===== src/hist_pkg.sv =====
// Shared widths and packed types for the Bayer histogram.
// Every design file refers to these through hist_pkg:: scoped names.
// A bin address is {color, pixel value}, four colors of 256 bins each.

package hist_pkg;

    localparam int pix_w      = 8;     // pixel data width
    localparam int bin_addr_w = 10;    // 2 color bits + 8 value bits
    localparam int num_bins   = 1024;
    localparam int burst_len  = 256;   // bins per grant
    localparam int cnt_w      = 32;    // bin counter width
    localparam int coord_w    = 16;    // window coordinates

    // one pixel beat from the sensor
    typedef struct packed {
        logic             sof;   // start of frame pulse, in blanking
        logic             hact;  // line active level
        logic [pix_w-1:0] data;
    } pix_t;

    // window of interest, all fields in pixels/lines
    typedef struct packed {
        logic [coord_w-1:0] left;
        logic [coord_w-1:0] top;
        logic [coord_w-1:0] width_m1;
        logic [coord_w-1:0] height_m1;
    } win_cfg_t;

    typedef struct packed {
        logic [bin_addr_w-pix_w-1:0] color;  // bayer color, upper bits
        logic [pix_w-1:0]            value;
    } bin_addr_t;

    typedef logic [cnt_w-1:0] bin_cnt_t;

endpackage


===== src/hist_window.sv =====
// Window-of-interest tracker for the histogram.
// Counts lines (hact falling edges) and pixels from sof, keeps the Bayer
// color, and flags each pixel inside the window one cycle after its beat.
// sof is expected in blanking, before the first line of the frame.
// frame_done_o pulses once after the last window line ends.

`timescale 1ns/1ps

module hist_window (
    input  logic                pclk,
    input  logic                hist_rst_pclk,
    input  hist_pkg::pix_t      pix_i,
    input  hist_pkg::win_cfg_t  win_cfg_i,
    input  logic                win_set_i,
    input  logic                en_i,
    input  logic                arm_i,
    output logic                hit_o,
    output hist_pkg::bin_addr_t bin_o,
    output logic                frame_done_o
);

    hist_pkg::win_cfg_t           cfg_q;      // last written window
    hist_pkg::win_cfg_t           act_q;      // window used by this frame
    logic                         frame_act;
    logic                         hact_d;
    logic [1:0]                   bayer;
    logic [hist_pkg::coord_w-1:0] line_cnt;
    logic [hist_pkg::coord_w-1:0] pix_cnt;
    logic [hist_pkg::coord_w:0]   line_end;   // one extra bit, no wrap
    logic [hist_pkg::coord_w:0]   pix_end;
    logic                         hact_fall;
    logic                         in_v;
    logic                         in_h;
    logic                         last_line;
    logic                         arm_now;

    assign hact_fall = hact_d && !pix_i.hact;
    assign arm_now   = pix_i.sof && en_i && arm_i;
    assign line_end  = {1'b0, act_q.top} + {1'b0, act_q.height_m1};
    assign pix_end   = {1'b0, act_q.left} + {1'b0, act_q.width_m1};
    assign in_v      = (line_cnt >= act_q.top) && ({1'b0, line_cnt} <= line_end);
    assign in_h      = (pix_cnt >= act_q.left) && ({1'b0, pix_cnt} <= pix_end);
    assign last_line = frame_act && hact_fall && ({1'b0, line_cnt} == line_end);

    // position and color tracking, restarted by sof and hact
    always_ff @(posedge pclk) begin
        if (win_set_i) begin
            cfg_q <= win_cfg_i;
        end
        if (arm_now) begin
            act_q <= cfg_q;  // new window takes effect here
        end

        if (pix_i.sof) begin
            bayer <= '0;
        end else if (pix_i.hact) begin
            bayer <= {bayer[1], ~bayer[0]};
        end else begin
            bayer <= {bayer[1] ^ hact_fall, 1'b0};  // next line, other row color
        end

        if (pix_i.sof) begin
            line_cnt <= '0;
        end else if (hact_fall) begin
            line_cnt <= line_cnt + 1'b1;
        end

        if (!pix_i.hact) begin
            pix_cnt <= '0;
        end else begin
            pix_cnt <= pix_cnt + 1'b1;
        end

        bin_o.color <= bayer;
        bin_o.value <= pix_i.data;
    end

    always_ff @(posedge pclk) begin
        if (hist_rst_pclk) begin
            hact_d       <= 1'b0;
            frame_act    <= 1'b0;
            hit_o        <= 1'b0;
            frame_done_o <= 1'b0;
        end else begin
            hact_d <= pix_i.hact;
            if (!en_i) begin
                frame_act <= 1'b0;
            end else if (arm_now) begin
                frame_act <= 1'b1;
            end else if (last_line) begin
                frame_act <= 1'b0;
            end
            hit_o        <= frame_act && en_i && arm_i && pix_i.hact && in_v && in_h;
            frame_done_o <= last_line;
        end
    end

endmodule


===== config.mk =====
export PLATFORM = sky130hd
export DESIGN_NAME = hist_window
export DESIGN_NICKNAME = d
export VERILOG_FILES = /design/src/hist_pkg.sv /design/src/hist_window.sv
export SDC_FILE = /design/constraint.sdc
export NUM_CORES = 1
export LEC_CHECK = 0
export BUFFER_PORTS_ARGS = -buffer_cell sky130_fd_sc_hd__buf_4
export CAP_MARGIN = 20
export CORE_MARGIN = 1.5
export CORE_UTILIZATION = 55
export DETAILED_ROUTE_END_ITERATION = 6
export PLACE_DENSITY = 0.85
export SLEW_MARGIN = 30
export SYNTH_ARGS = -nofsm -noshare
export SYNTH_HDL_FRONTEND = slang
export SYNTH_SLANG_ARGS = --single-unit

===== constraint.sdc =====
create_clock -name pclk -period 4.65 [get_ports pclk]
set_input_delay 0.2325 -clock pclk [delete_from_list [all_inputs] [get_ports pclk]]
set_output_delay 0.2325 -clock pclk [all_outputs]
set_load 0.02 [all_outputs]

* Word-level counts from Yosys, hierarchy flattened *
Index checks and enable logic that the tools add are counted.
Widths: inputs -> output; s select.

word-level totals
  flip-flop bits (word level) = 176
  input port bits = 79
  output and inout bits = 12
  word-level logic and storage cells = 49

cells by class
  add/sub/neg operators = 4
  $lt $le $gt $ge = 4
  equal/unequal tests = 1
  muxes and demuxes = 2
  bitwise operators = 4
  reductions and logical operators = 16

operators by type and width
  kind                   count
  $add 16x16->17         2
  $le 16x17->1           2
  $add 16x1->16 const B  2
  $ge 16x16->1           2
  $eq 16x17->1           1
  $logic_and 1x1->1      12
  $reduce_or 2->1        2
  $not 1->1              3
  $mux 1                 2
  $reduce_bool 2->1      1
  $logic_not 1->1        1
  $xor 1x1->1            1

* Logic depth before layout (Yosys ltp) *
  word-level depth = 6
  gate-level depth with buffers = 16

* Worst setup path after synthesis *
Ideal clock, no wire load.

  kind = reg2reg
  start = register act_q[32] (netlist name)
  end = register hit_o
  library setup time = 120 ps
  arrival = 3090 ps
  data required time = 4530 ps
  path slack = 1440 ps
  cell stages (with the launch flop) = 16
  clock period less this slack = 3210 ps
  path through = edfxtp_1 > ha_1 > fa_1 > a21o_1 > a21oi_1 > o21bai_1 > nor3_1 > o21ai_0 > xnor2_1 > ha_1 > nand3_1 > or3b_2 > a31oi_1 > o21ai_0 > o22ai_1 > nor3b_1

on the way
  longest elaborated chain between the ends = 5

ends and longest elaborated chain
  what                               RTL line           source
  start, declared                    hist_window.sv:23  hist_pkg::win_cfg_t act_q;
  start signal, assigned             hist_window.sv:51  act_q <= cfg_q;
  $add 16x16->17                     hist_window.sv:39  assign line_end = {1'b0, act_q.top} + {1'b0, act_q.height_m1};
  $le 16x17->1                       hist_window.sv:41  assign in_v = (line_cnt >= act_q.top) && ({1'b0, line_cnt} <= line_end);
  $logic_and 1x1->1 *                hist_window.sv:41
  $logic_and 1x1->1 * (2 in series)  hist_window.sv:93  hit_o <= frame_act && en_i && arm_i && pix_i.hact && in_v && in_h;
  end signal, assigned               hist_window.sv:93
  end, declared                      hist_window.sv:17  output logic hit_o,

Mark *: on every way between the ends. The rest lies on a longest branch, timed or not.
A chain may end at the register's enable or synchronous reset.

* Final worst setup path *
Same ends and word-level chain as after synthesis.

==> results_dict.tcl <==
set metrics [dict create \
    final_util_pct 70.7 \
    die-area_sq_um 16100 \
    routedWlPerCell_um 17.0 \
    drc 0 \
    totalWireLength_um 17800 \
    clkSlewWorstSetupHoldPaths_ns 0.07 \
    final_cell_area_sq_um 10700 \
    syn_nets 848 \
    cp_max_fo 3 \
    clock_sinks 176 \
    required_ns 5.01 \
    die_w_um 127 \
    grt_pass1_wl_um 28800 \
    async_reset_ff_share_pct 0 \
    p_per_area_nw_per_um2 327 \
    gr-total-overflow 0 \
    htreeDepth 4 \
    vias_per_cell 5.59 \
    first_iter_violations 378 \
    ir_drop_mv 0.284 \
    period_minus_slack_ns 3.70 \
    ys_seq_area_share_pct 56.8 \
    tightest_slew_ns 0.865 \
    grt_pass1_vias 6008 \
    grt_max_degree 65 \
    syn_avg_cell_area_sq_um 12.6 \
    hold_ws_ns 0.0636 \
    fin_total_pwr_mw 3.50 \
    root_buffer "clkbuf_16" \
    slowest_stage "edfxtp_1" \
    timing_worst_setup_path_type "register to register" \
    critPathTopFamily "compound AO/OA/AOI/OAI gates" \
    clock_latency_ns 0.44 \
    start_util_pct 56.0 \
    numCtsBuffers 17 \
    synthCells 669 \
    detail-route-antenna-nets 0 \
    fin_tns_setup_ns 0 \
    hpwl_um 11700 \
    timing.final.crit_share_pct 79.6 \
    ios 91 \
    cp_num_buf_inv 0 \
    synth-edff-count 128 \
    synth.top_cell.area_share_pct 45.5 \
    mostFrequentLayoutCells "edfxtp_1, ha_1, buf_4, dlygate4sd3_1, dfxtp_1" \
    arrival_ns 4.06 \
    ys_warn_count 0 \
    postCtsSetupBuffers 0 \
    io_buffers 90 \
    synth_area_sq_um 8460 \
    busiest_layer "met2" \
    drive_gt1_share_pct 16.1 \
    crit_top_cell "a21o_1" \
    placed_cell_area_sq_um 9350 \
    cp-start-kind "register" \
    clock_path_buffers 2 \
    synthTopCellsByArea "edfxtp_1, ha_1, dfxtp_1, xor2_1, a21oi_1" \
    finalNonFillerCells 1046 \
    layout.cells.most_common "edfxtp_1" \
    grt_util_all_layers_pct 23.0 \
    maxCapViolations 0 \
    cts_tree "built" \
    synth_seq_cells 176 \
    pre_cts_ws_ns 0.963 \
    finClkSkew_ns 0.0123 \
    p_leak_nw 4.54 \
    min_path_type "input pin to register" \
    core_area_sq_um 15100 \
    syn_to_final_growth_pct 26.2 \
    met3_usage_pct 6.11 \
    diodes 0 \
    synth-main-ff-cell "edfxtp_1" \
    dr_total_vias 5848 \
    max_freq_mhz 270 \
    worstPathCellList "ha_1, fa_1, a21o_1, a21oi_1, o21ai_1, a31oi_1, nand2b_1, xnor2_1, ha_1, a21o_1, a21o_1, a21oi_1, o21ai_0, o21ai_0, o22ai_1, nor3b_1" \
    gp_congestion 0.881 \
    slew_headroom_pct 42.3 \
    rsz0062_at_grt "false" \
    dr.pass1.iters 5 \
    synth.largest_area_cell "edfxtp_1" \
    end_kind "register" \
    use_met2_pct 38.9 \
    nNetsFinal 1024 \
    die_h_um 127 \
    use_met1_pct 28.2 \
    finalHoldViolations 0 \
    status "completed" \
    fin_ws_ns 0.950 \
    antenna_found_initial 0 \
    dp.cells 941 \
    critPathMaxStageDelay_ns 0.42 \
    slew_violations 0 \
    ys_types 52 \
    row_count 45 \
    finalSetupViolCount 0 \
]
==> area by class of cell <==
class	instances	area, sq um
repair buffers	164	1410
clock inverters	14	168
flip-flops and latches	176	4800
well taps	188	235
multi-input cells	444	3470
clock buffers	18	429
inverters	42	158
fillers	985	4410
==> worst paths after layout <==
path,slack [ns],cells past startpoint,startpoint,to
max,0.95,16,act_q[32]$_DFFE_PP_,hit_o$_SDFF_PP0_
min,0.06,3,en_i,frame_act$_SDFFE_PP0P_
min reg2reg,0.35,0,bayer[0]$_SDFF_PP0_,bin_o[8]$_DFF_P_
max reg2reg,0.95,16,act_q[32]$_DFFE_PP_,hit_o$_SDFF_PP0_
==> registers in the layout, summed over array words and instances (netlist names) <==
signal,count
cfg_q,64
bin_o,10
frame_done_o,1
line_cnt,16
act_q,64
hact_d,1
hit_o,1
pix_cnt,16
bayer,2
frame_act,1
==> timing repair <==
| action | CTS | global route |
|---|---|---|
| setup endpoints to repair | 0 | 0 |
| endpoints found under the hold margin | 73 | 0 |
| gates resized for setup | 0 | 0 |
| hold buffers | 73 | 0 |
==> routing by layer <==
layer | up-vias | share of wire [%]
met5 | - | 0
met4 | 0 | 2.5
met3 | 51 | 4.9
met2 | 181 | 49
met1 | 2766 | 43
li1 | 2850 | -
==> power breakdown <==
group	internal, mW	switching, mW	total (mW)
combinational	0.135	0.112	0.246
clock	0.812	0.655	1.47
sequential	1.76	0.0235	1.78
total	2.71	0.790	3.50
==> cells in the mapped netlist (12+ instances only) <==
library cell	number
nand2_1	27
nand4_1	18
and2_1	12
xor2_1	27
o21ai_0	26
nor3_1	12
inv_1	42
xnor2_1	21
dfxtp_1	48
nor2_1	23
a21oi_1	44
ha_1	98
a21o_1	24
edfxtp_1	128
==> worst reg2reg max path: stages, from the launching register on <==
cell and delay [ns]:
edfxtp_1 0.42, ha_1 0.25, fa_1 0.42, a21o_1 0.18, a21oi_1 0.30, o21ai_1 0.15
a31oi_1 0.31, nand2b_1 0.13, xnor2_1 0.14, ha_1 0.18, a21o_1 0.17, a21o_1 0.16
a21oi_1 0.14, o21ai_0 0.09, o21ai_0 0.25, o22ai_1 0.12, nor3b_1 0.20
==> kinds of logic after synthesis <==
group           Yosys count  synth area share, %
compound gates          143                 11.2
xor+xnor                 48                 4.97
buf+inv                  49                 2.19
fa+ha+maj               100                 15.0
flops                   176                 56.8
simple gates            152                 9.72
mux                       1                0.118
(Power assumes the default switching activity.)
