## config.mk

```make
export PLATFORM = sky130hd
export DESIGN_NAME = hist_readout
export DESIGN_NICKNAME = d
export VERILOG_FILES = /design/src/hist_pkg.sv /design/src/hist_readout.sv
export SDC_FILE = /design/constraint.sdc
export NUM_CORES = 1
export LEC_CHECK = 0
export ABC_AREA = 1
export BUFFER_PORTS_ARGS = -buffer_cell sky130_fd_sc_hd__buf_4
export CAP_MARGIN = 40
export CORE_UTILIZATION = 30
export DETAILED_ROUTE_END_ITERATION = 8
export GPL_ROUTABILITY_DRIVEN = 0
export PLACE_DENSITY_LB_ADDON = 0.15
export SYNTH_ARGS = -nofsm -noshare
export SYNTH_HDL_FRONTEND = slang
export SYNTH_SLANG_ARGS = --single-unit
```

## constraint.sdc

```tcl
create_clock -name pclk -period 2.85 [get_ports pclk]
set_input_delay 0 -clock pclk [delete_from_list [all_inputs] [get_ports pclk]]
set_output_delay 0 -clock pclk [all_outputs]
set_load 0.1 [all_outputs]
```

## src/hist_pkg.sv

```systemverilog
// Shared widths and packed types for the Bayer histogram.
// Every design file refers to these through hist_pkg:: scoped names.
// A bin address is {color, pixel value}, four colors of 256 bins each.

package hist_pkg;

    localparam int pix_w      = 8;     // pixel data width
    localparam int bin_addr_w = 10;    // 2 color bits + 8 value bits
    localparam int num_bins   = 1024;
    localparam int burst_len  = 256;   // bins per grant
    localparam int cnt_w      = 32;    // bin counter width
    localparam int coord_w    = 16;    // window coordinates

    // one pixel beat from the sensor
    typedef struct packed {
        logic             sof;   // start of frame pulse, in blanking
        logic             hact;  // line active level
        logic [pix_w-1:0] data;
    } pix_t;

    // window of interest, all fields in pixels/lines
    typedef struct packed {
        logic [coord_w-1:0] left;
        logic [coord_w-1:0] top;
        logic [coord_w-1:0] width_m1;
        logic [coord_w-1:0] height_m1;
    } win_cfg_t;

    typedef struct packed {
        logic [bin_addr_w-pix_w-1:0] color;  // bayer color, upper bits
        logic [pix_w-1:0]            value;
    } bin_addr_t;

    typedef logic [cnt_w-1:0] bin_cnt_t;

endpackage

```

## src/hist_readout.sv

```systemverilog
// Histogram readout sequencer.
// After frame_done_i it requests the bus, and each accepted grant starts a
// burst of 256 bin reads in ascending address order, four bursts in all.
// Data words come out two cycles after their read, marked by hist_dv_o.
// xfer_done_o pulses after the read of the last bin.

`timescale 1ns/1ps

module hist_readout (
    input  logic                pclk,
    input  logic                hist_rst_pclk,
    input  logic                en_i,
    input  logic                frame_done_i,
    input  logic                hist_grant_i,
    output logic                hist_rq_o,
    output logic                rd_en_o,
    output hist_pkg::bin_addr_t rd_addr_o,
    input  hist_pkg::bin_cnt_t  rd_data_i,
    output hist_pkg::bin_cnt_t  hist_do_o,
    output logic                hist_dv_o,
    output logic                xfer_done_o
);

    localparam int burst_w = $clog2(hist_pkg::burst_len);

    logic                            pending;  // frame counted, not yet read out
    logic                            burst;
    logic [hist_pkg::bin_addr_w-1:0] rd_cnt;
    logic [1:0]                      dv_dly;   // ram plus output register
    logic                            grant_ok;
    logic                            burst_end;
    logic                            last_bin;

    assign grant_ok  = hist_grant_i && hist_rq_o;  // stray grants ignored
    assign burst_end = burst && (rd_cnt[burst_w-1:0] == burst_w'(hist_pkg::burst_len - 1));
    assign last_bin  = burst && (&rd_cnt);

    assign rd_en_o   = burst;
    assign rd_addr_o = hist_pkg::bin_addr_t'(rd_cnt);
    assign hist_do_o = rd_data_i;
    assign hist_dv_o = dv_dly[1];

    always_ff @(posedge pclk) begin
        if (hist_rst_pclk || !en_i) begin
            pending     <= 1'b0;
            burst       <= 1'b0;
            hist_rq_o   <= 1'b0;
            rd_cnt      <= '0;
            dv_dly      <= '0;
            xfer_done_o <= 1'b0;
        end else begin
            if (frame_done_i) begin
                pending <= 1'b1;
            end else if (last_bin) begin
                pending <= 1'b0;
            end

            if (grant_ok) begin
                burst <= 1'b1;
            end else if (burst_end) begin
                burst <= 1'b0;
            end

            if (grant_ok) begin
                hist_rq_o <= 1'b0;
            end else if (pending && !burst) begin
                hist_rq_o <= 1'b1;  // also between bursts
            end

            if (burst) begin
                rd_cnt <= rd_cnt + 1'b1;  // wraps to 0 after the last bin
            end
            dv_dly      <= {dv_dly[0], burst};
            xfer_done_o <= last_bin;
        end
    end

endmodule

```

# ---- Word level (Yosys, flattened, before mapping)
# Index checks and enable logic that the tools add are counted.
dict set report word_totals {
  input_bits 37
  word_cells 23
  regBits 16
  out_inout_bits 46
}
dict set report classes {
  addsub 1
  mux 4
  reduce_logical 11
  n_eq_ne 1
}
# op count
set ops {}
lappend ops {{adder 10 x 1 -> 10 bit, second input constant} 1}
lappend ops {{AND reduction 10 bit} 1}
lappend ops {{== test 8 bit, second input constant} 1}
lappend ops {{logical AND 1 bit} 4}
lappend ops {{2-to-1 mux 1 bit} 4}
lappend ops {{nonzero test 2 bit} 2}
lappend ops {{zero test 1 bit} 2}
lappend ops {{OR reduction 2 bit} 1}
lappend ops {{logical OR 1 bit} 1}

# ---- Logic depth before layout (Yosys ltp)
dict set report logic_depth {
  word_depth 4
  depth_mapped 6
  mapped_depth_nobuf 6
}

# ---- Worst setup path before layout
# Ideal clock, no wire load.
dict set report synth_timing {
  path_kind {register -> register}
  from {reg rd_cnt, in the netlist rd_addr_o[0]}
  to {reg rd_cnt, in the netlist rd_addr_o[6]}
  setup_slack_ps 874
  path_buffers 0
  t_required_ps 2731
  synth_period_minus_slack_ps 1976
  setup_ps 119
  arrival_time_ps 1857
  path_stages_with_launch 7
  cell_sequence {dfxtp_1 -> ha_1 -> nand2_2 -> nor2_4 -> nand2_1 -> o21ai_0 -> nor2_1}
}
dict set report synth_via {
  elab_chain_cells 1
}
# element line_no
set synth_rtl {}
lappend synth_rtl {{from (decl)} hist_readout.sv:28} ;# logic [hist_pkg::bin_addr_w-1:0] rd_cnt;
lappend synth_rtl {{from (signal assigned)} hist_readout.sv:71} ;# rd_cnt <= rd_cnt + 1'b1;
lappend synth_rtl {{adder 10 x 1 -> 10 bit} hist_readout.sv:71}
# Every way passes these cells.
# A chain may end at the register's enable or synchronous reset.

# ---- Final worst setup path
dict set report layout_timing {
  from {in hist_rst_pclk}
  to {reg hist_rq_o}
}
dict set report layout_via {
  elab_chain_cells 2
}
# element line_no
set layout_rtl {}
lappend layout_rtl {{from (decl)} hist_readout.sv:11} ;# input logic hist_rst_pclk,
lappend layout_rtl {{logical OR 1 bit} hist_readout.sv:44} ;# if (hist_rst_pclk || !en_i) begin
lappend layout_rtl {{OR reduction 2 bit (no line)} --}
lappend layout_rtl {{to (signal assigned)} hist_readout.sv:47} ;# hist_rq_o <= 1'b0;
lappend layout_rtl {{to (signal assigned)} hist_readout.sv:65} ;# hist_rq_o <= 1'b0;
lappend layout_rtl {{to (signal assigned)} hist_readout.sv:67} ;# hist_rq_o <= 1'b1;
lappend layout_rtl {{to (decl)} hist_readout.sv:15} ;# output logic hist_rq_o,
# Every way passes these cells.

==> impl_results.md <==
- Result of the run: finished with violations
- Failing checks: design-rule violations
- Hold worst-path end: hist_do_o[14]
- Antenna violations before repair: 0
- Pin count of the biggest net entering global routing: 11
- Synth Instances: 117
- I/O pin count: 83
- Core occupancy in the finished layout: 33.0%
- Leakage power: 0.386 nW
- Clock network fraction of design power: 38.0%
- Synth warn: 0
- DIE WIDTH: 57.5 µm
- Seq. cell area: 320 µm²
- Initial cell density of the core: 32.6%
- Via count: 657
- Net load switching power: 0.0880 mW
- Maximum operating frequency: 693 MHz
- Setup Crit Path Kind: in -> reg
- Synthesized cell area: 923 µm²
- Post-route minimum period: 1440 ps
- Peak VDD IR: 0.221 mV
- Worst max-slew margin expressed relative to the limit: 81.5%
- Clk pin slew, worst setup/hold paths: 90 ps
- Register bit count reported by yosys: 16
- CTS tree: built
- Final Hold Vio Count: 0
- Clock Sinks: 16
- Portion of total power attributed to sequential cells: 56.2%
- Arrival @ worst endpoint: 1670 ps
- Endpoints failing setup: 0
- Fraction of power spent switching nets: 21.9%
- Fraction of the yosys area taken by sequential cells: 34.7%
- Pins over their slew limit: 0
- Type of the worst min-delay path: in -> out
- Actual slew at the worst max-slew pin: 280 ps
- Ratio of total power to cell area: 430 nW/µm²
- Hold slack final: 0.0342 ps
- Area of the die: 3300 µm²
- Unrepaired setup endpoints after global routing: no
- MaxCap Viol Count: 0
- Net count of the finished layout: 150
- Count of antenna diodes in the layout: 0
- Setup TNS: 0 ps
- Share of post-route cells with drive strength above 1: 32.4%
- Wire length of the first global-routing pass: 2630 µm
- Post-CTS repair timing setup buffer count: 0
- HPWL after detailed placement: 1160 µm
- Cts hold-fix bufs: 4
- Internal power: 0.313 mW
- Number of library cell types mapped by synthesis: 20
- Layout-stage area growth over the synthesis result: 1.08%
- WL final: 1560 µm
- Detail-routed via count per cell: 4.63
- Gates resized, CTS repair: 0
- Top post-synthesis cells by area: sky130_fd_sc_hd__dfxtp_1 35%, sky130_fd_sc_hd__buf_4 26%, sky130_fd_sc_hd__nand2_1 6.5%
- Count of cells along the worst register-to-register path: 6
- Kind of start point of the critical path: input pin
- Final Non-Filler Cells: 142
- Clock insertion delay at the later pin of the skew report: 290 ps
- DR iter-0 viols: 23
- Register-to-Register Setup Slack: 1610 ps
- Count of standard-cell rows: 19
- HP Start: rd_data_i[14]
- # port buffers: 18
- Yosys top cell by area: sky130_fd_sc_hd__dfxtp_1
- First-pass iteration count of the detailed router: 8
- Reg-to-reg endpoint: rd_addr_o[6]
- Number of DRC violations after detailed routing: 6
- Clock buffers created by TritonCTS: 3
- Number of fill cells: 299
- Number of placed cells counting well taps: 134
- Overall Global Routing Usage: 10.4%
- Avg Cell Area, Syn: 7.89 µm²
- Area occupied by multi-input gates: 325 µm²
- Gr ovfl total: 0
- Cell at the root of the clock tree: sky130_fd_sc_hd__clkbuf_4
- CTS Buffer Depth: 2
- Total nets after synthesis: 155
- Final Cycle Share: 50.6%
- Core area: 2830 µm²
- Maximum level of the CTS H-tree: 1
- Vertical extent of the die: 57.5 µm
- Beginning of the worst register-to-register path: rd_addr_o[0]
- Number of nets with antenna violations after detailed routing: 0
- Post-route clock skew: 3.02 ps
- Worst path required time: 3080 ps
- Max Fanout on Critical Path: 10
- Setup slack after layout: 1410 ps
- Crit end category: register
- Wire length per cell: 11.0 µm
- Worst slack, placed: 1630 ps
- Synth top area share: 34.7%
- Count of cells along the worst hold path: 0
- Number of global-route vias before repair: 623
- Combinational group share of total power: 5.8%
worst max-delay path, stage by stage:
cell	delay [ps]
sky130_fd_sc_hd__dlygate4sd3_1	540
sky130_fd_sc_hd__buf_4	140
sky130_fd_sc_hd__nor2_4	240
sky130_fd_sc_hd__nand2_1	80
sky130_fd_sc_hd__dlygate4sd3_1	570
sky130_fd_sc_hd__nor2_1	100
sequential cells by signal, summed over array words and instances, names as in the netlist:
signal / cells
rd_addr_o: 10
dv_dly: 2
hist_rq_o: 1
pending: 1
rd_en_o: 1
xfer_done_o: 1
per-layer routing:
metal	GRT usage [%]	wire length, µm
met3	4.99	121
met2	16.1	688
met4	6.27	50
met1	11.4	702
met5	0	0
power by group through the flow:
stage	Clock, mW	Combinational, mW	Sequential [mW]
2_1_floorplan	0	0.220	0.235
3_3_place_gp	0	0.0192	0.231
3_5_place_dp	0	0.0189	0.231
4_1_cts	0.159	0.0234	0.226
5_1_grt	0.170	0.0254	0.226
6_report	0.152	0.0233	0.226
cell usage in the layout (no fill, tap or decap):
cell and instances:
sky130_fd_sc_hd__a21oi_1 7, sky130_fd_sc_hd__a31oi_1 1, sky130_fd_sc_hd__and3_2 1, sky130_fd_sc_hd__buf_4 18
sky130_fd_sc_hd__clkbuf_4 3, sky130_fd_sc_hd__clkbuf_8 1, sky130_fd_sc_hd__dfxtp_1 16, sky130_fd_sc_hd__dlygate4sd3_1 4
sky130_fd_sc_hd__ha_1 1, sky130_fd_sc_hd__inv_1 9, sky130_fd_sc_hd__inv_2 1, sky130_fd_sc_hd__nand2_1 16
sky130_fd_sc_hd__nand2_2 3, sky130_fd_sc_hd__nand2_4 1, sky130_fd_sc_hd__nand3_1 1, sky130_fd_sc_hd__nand3_2 1
sky130_fd_sc_hd__nand4_1 2, sky130_fd_sc_hd__nor2_1 13, sky130_fd_sc_hd__nor2_2 1, sky130_fd_sc_hd__nor2_4 4
sky130_fd_sc_hd__nor3b_2 1, sky130_fd_sc_hd__o21ai_0 5, sky130_fd_sc_hd__o21ai_2 1
cell families (layout without fill, tap and decap cells):
group,count (synthesis),in the layout,synth area share [%]
AO/OA/AOI/OAI,14,14,8.13
buffers and inverters,42,36,30.1
adder cells (fa/ha/maj),1,1,1.35
AND/OR/NAND/NOR,44,44,25.7
flip-flops,16,16,34.7
through the flow:
| step | cell area (µm²) | total power, mW |
|---|---|---|
| floorplan | 923 | 0.454 |
| global placement | 857 | 0.250 |
| detailed placement | 857 | 0.250 |
| CTS | 933 | 0.408 |
| global route | 933 | 0.421 |
| finish | 933 | 0.401 |
cell type report:
class,count,share of cell area [%]
clock buffer,4,3.89
inverter,10,4.02
multi-input combinational,59,34.9
sequential,16,34.3
tap,31,4.16
timing repair buffer,22,18.8
cell usage after synthesis, drive strengths merged:
cell type / number
nand2: 20
o21ai: 6
nand4: 2
nand3: 2
ha: 1
buf: 32
and3: 1
inv: 10
dfxtp: 16
a31oi: 1
a21oi: 7
nor2: 18
nor3b: 1
worst max path at each step:
stage,from,end,slack (ps),depth (start not counted)
6_report,hist_rst_pclk,hist_rq_o,1410,6
5_1_grt,hist_rst_pclk,hist_rq_o,1350,6
4_1_cts,hist_rst_pclk,hist_rq_o,1440,6
3_5_place_dp,rd_addr_o[0],rd_addr_o[6],1630,6
3_3_place_gp,rd_addr_o[0],rd_addr_o[6],1670,6
2_1_floorplan,rd_addr_o[0],rd_addr_o[6],870,6
Power figures use the tool's default switching activity.
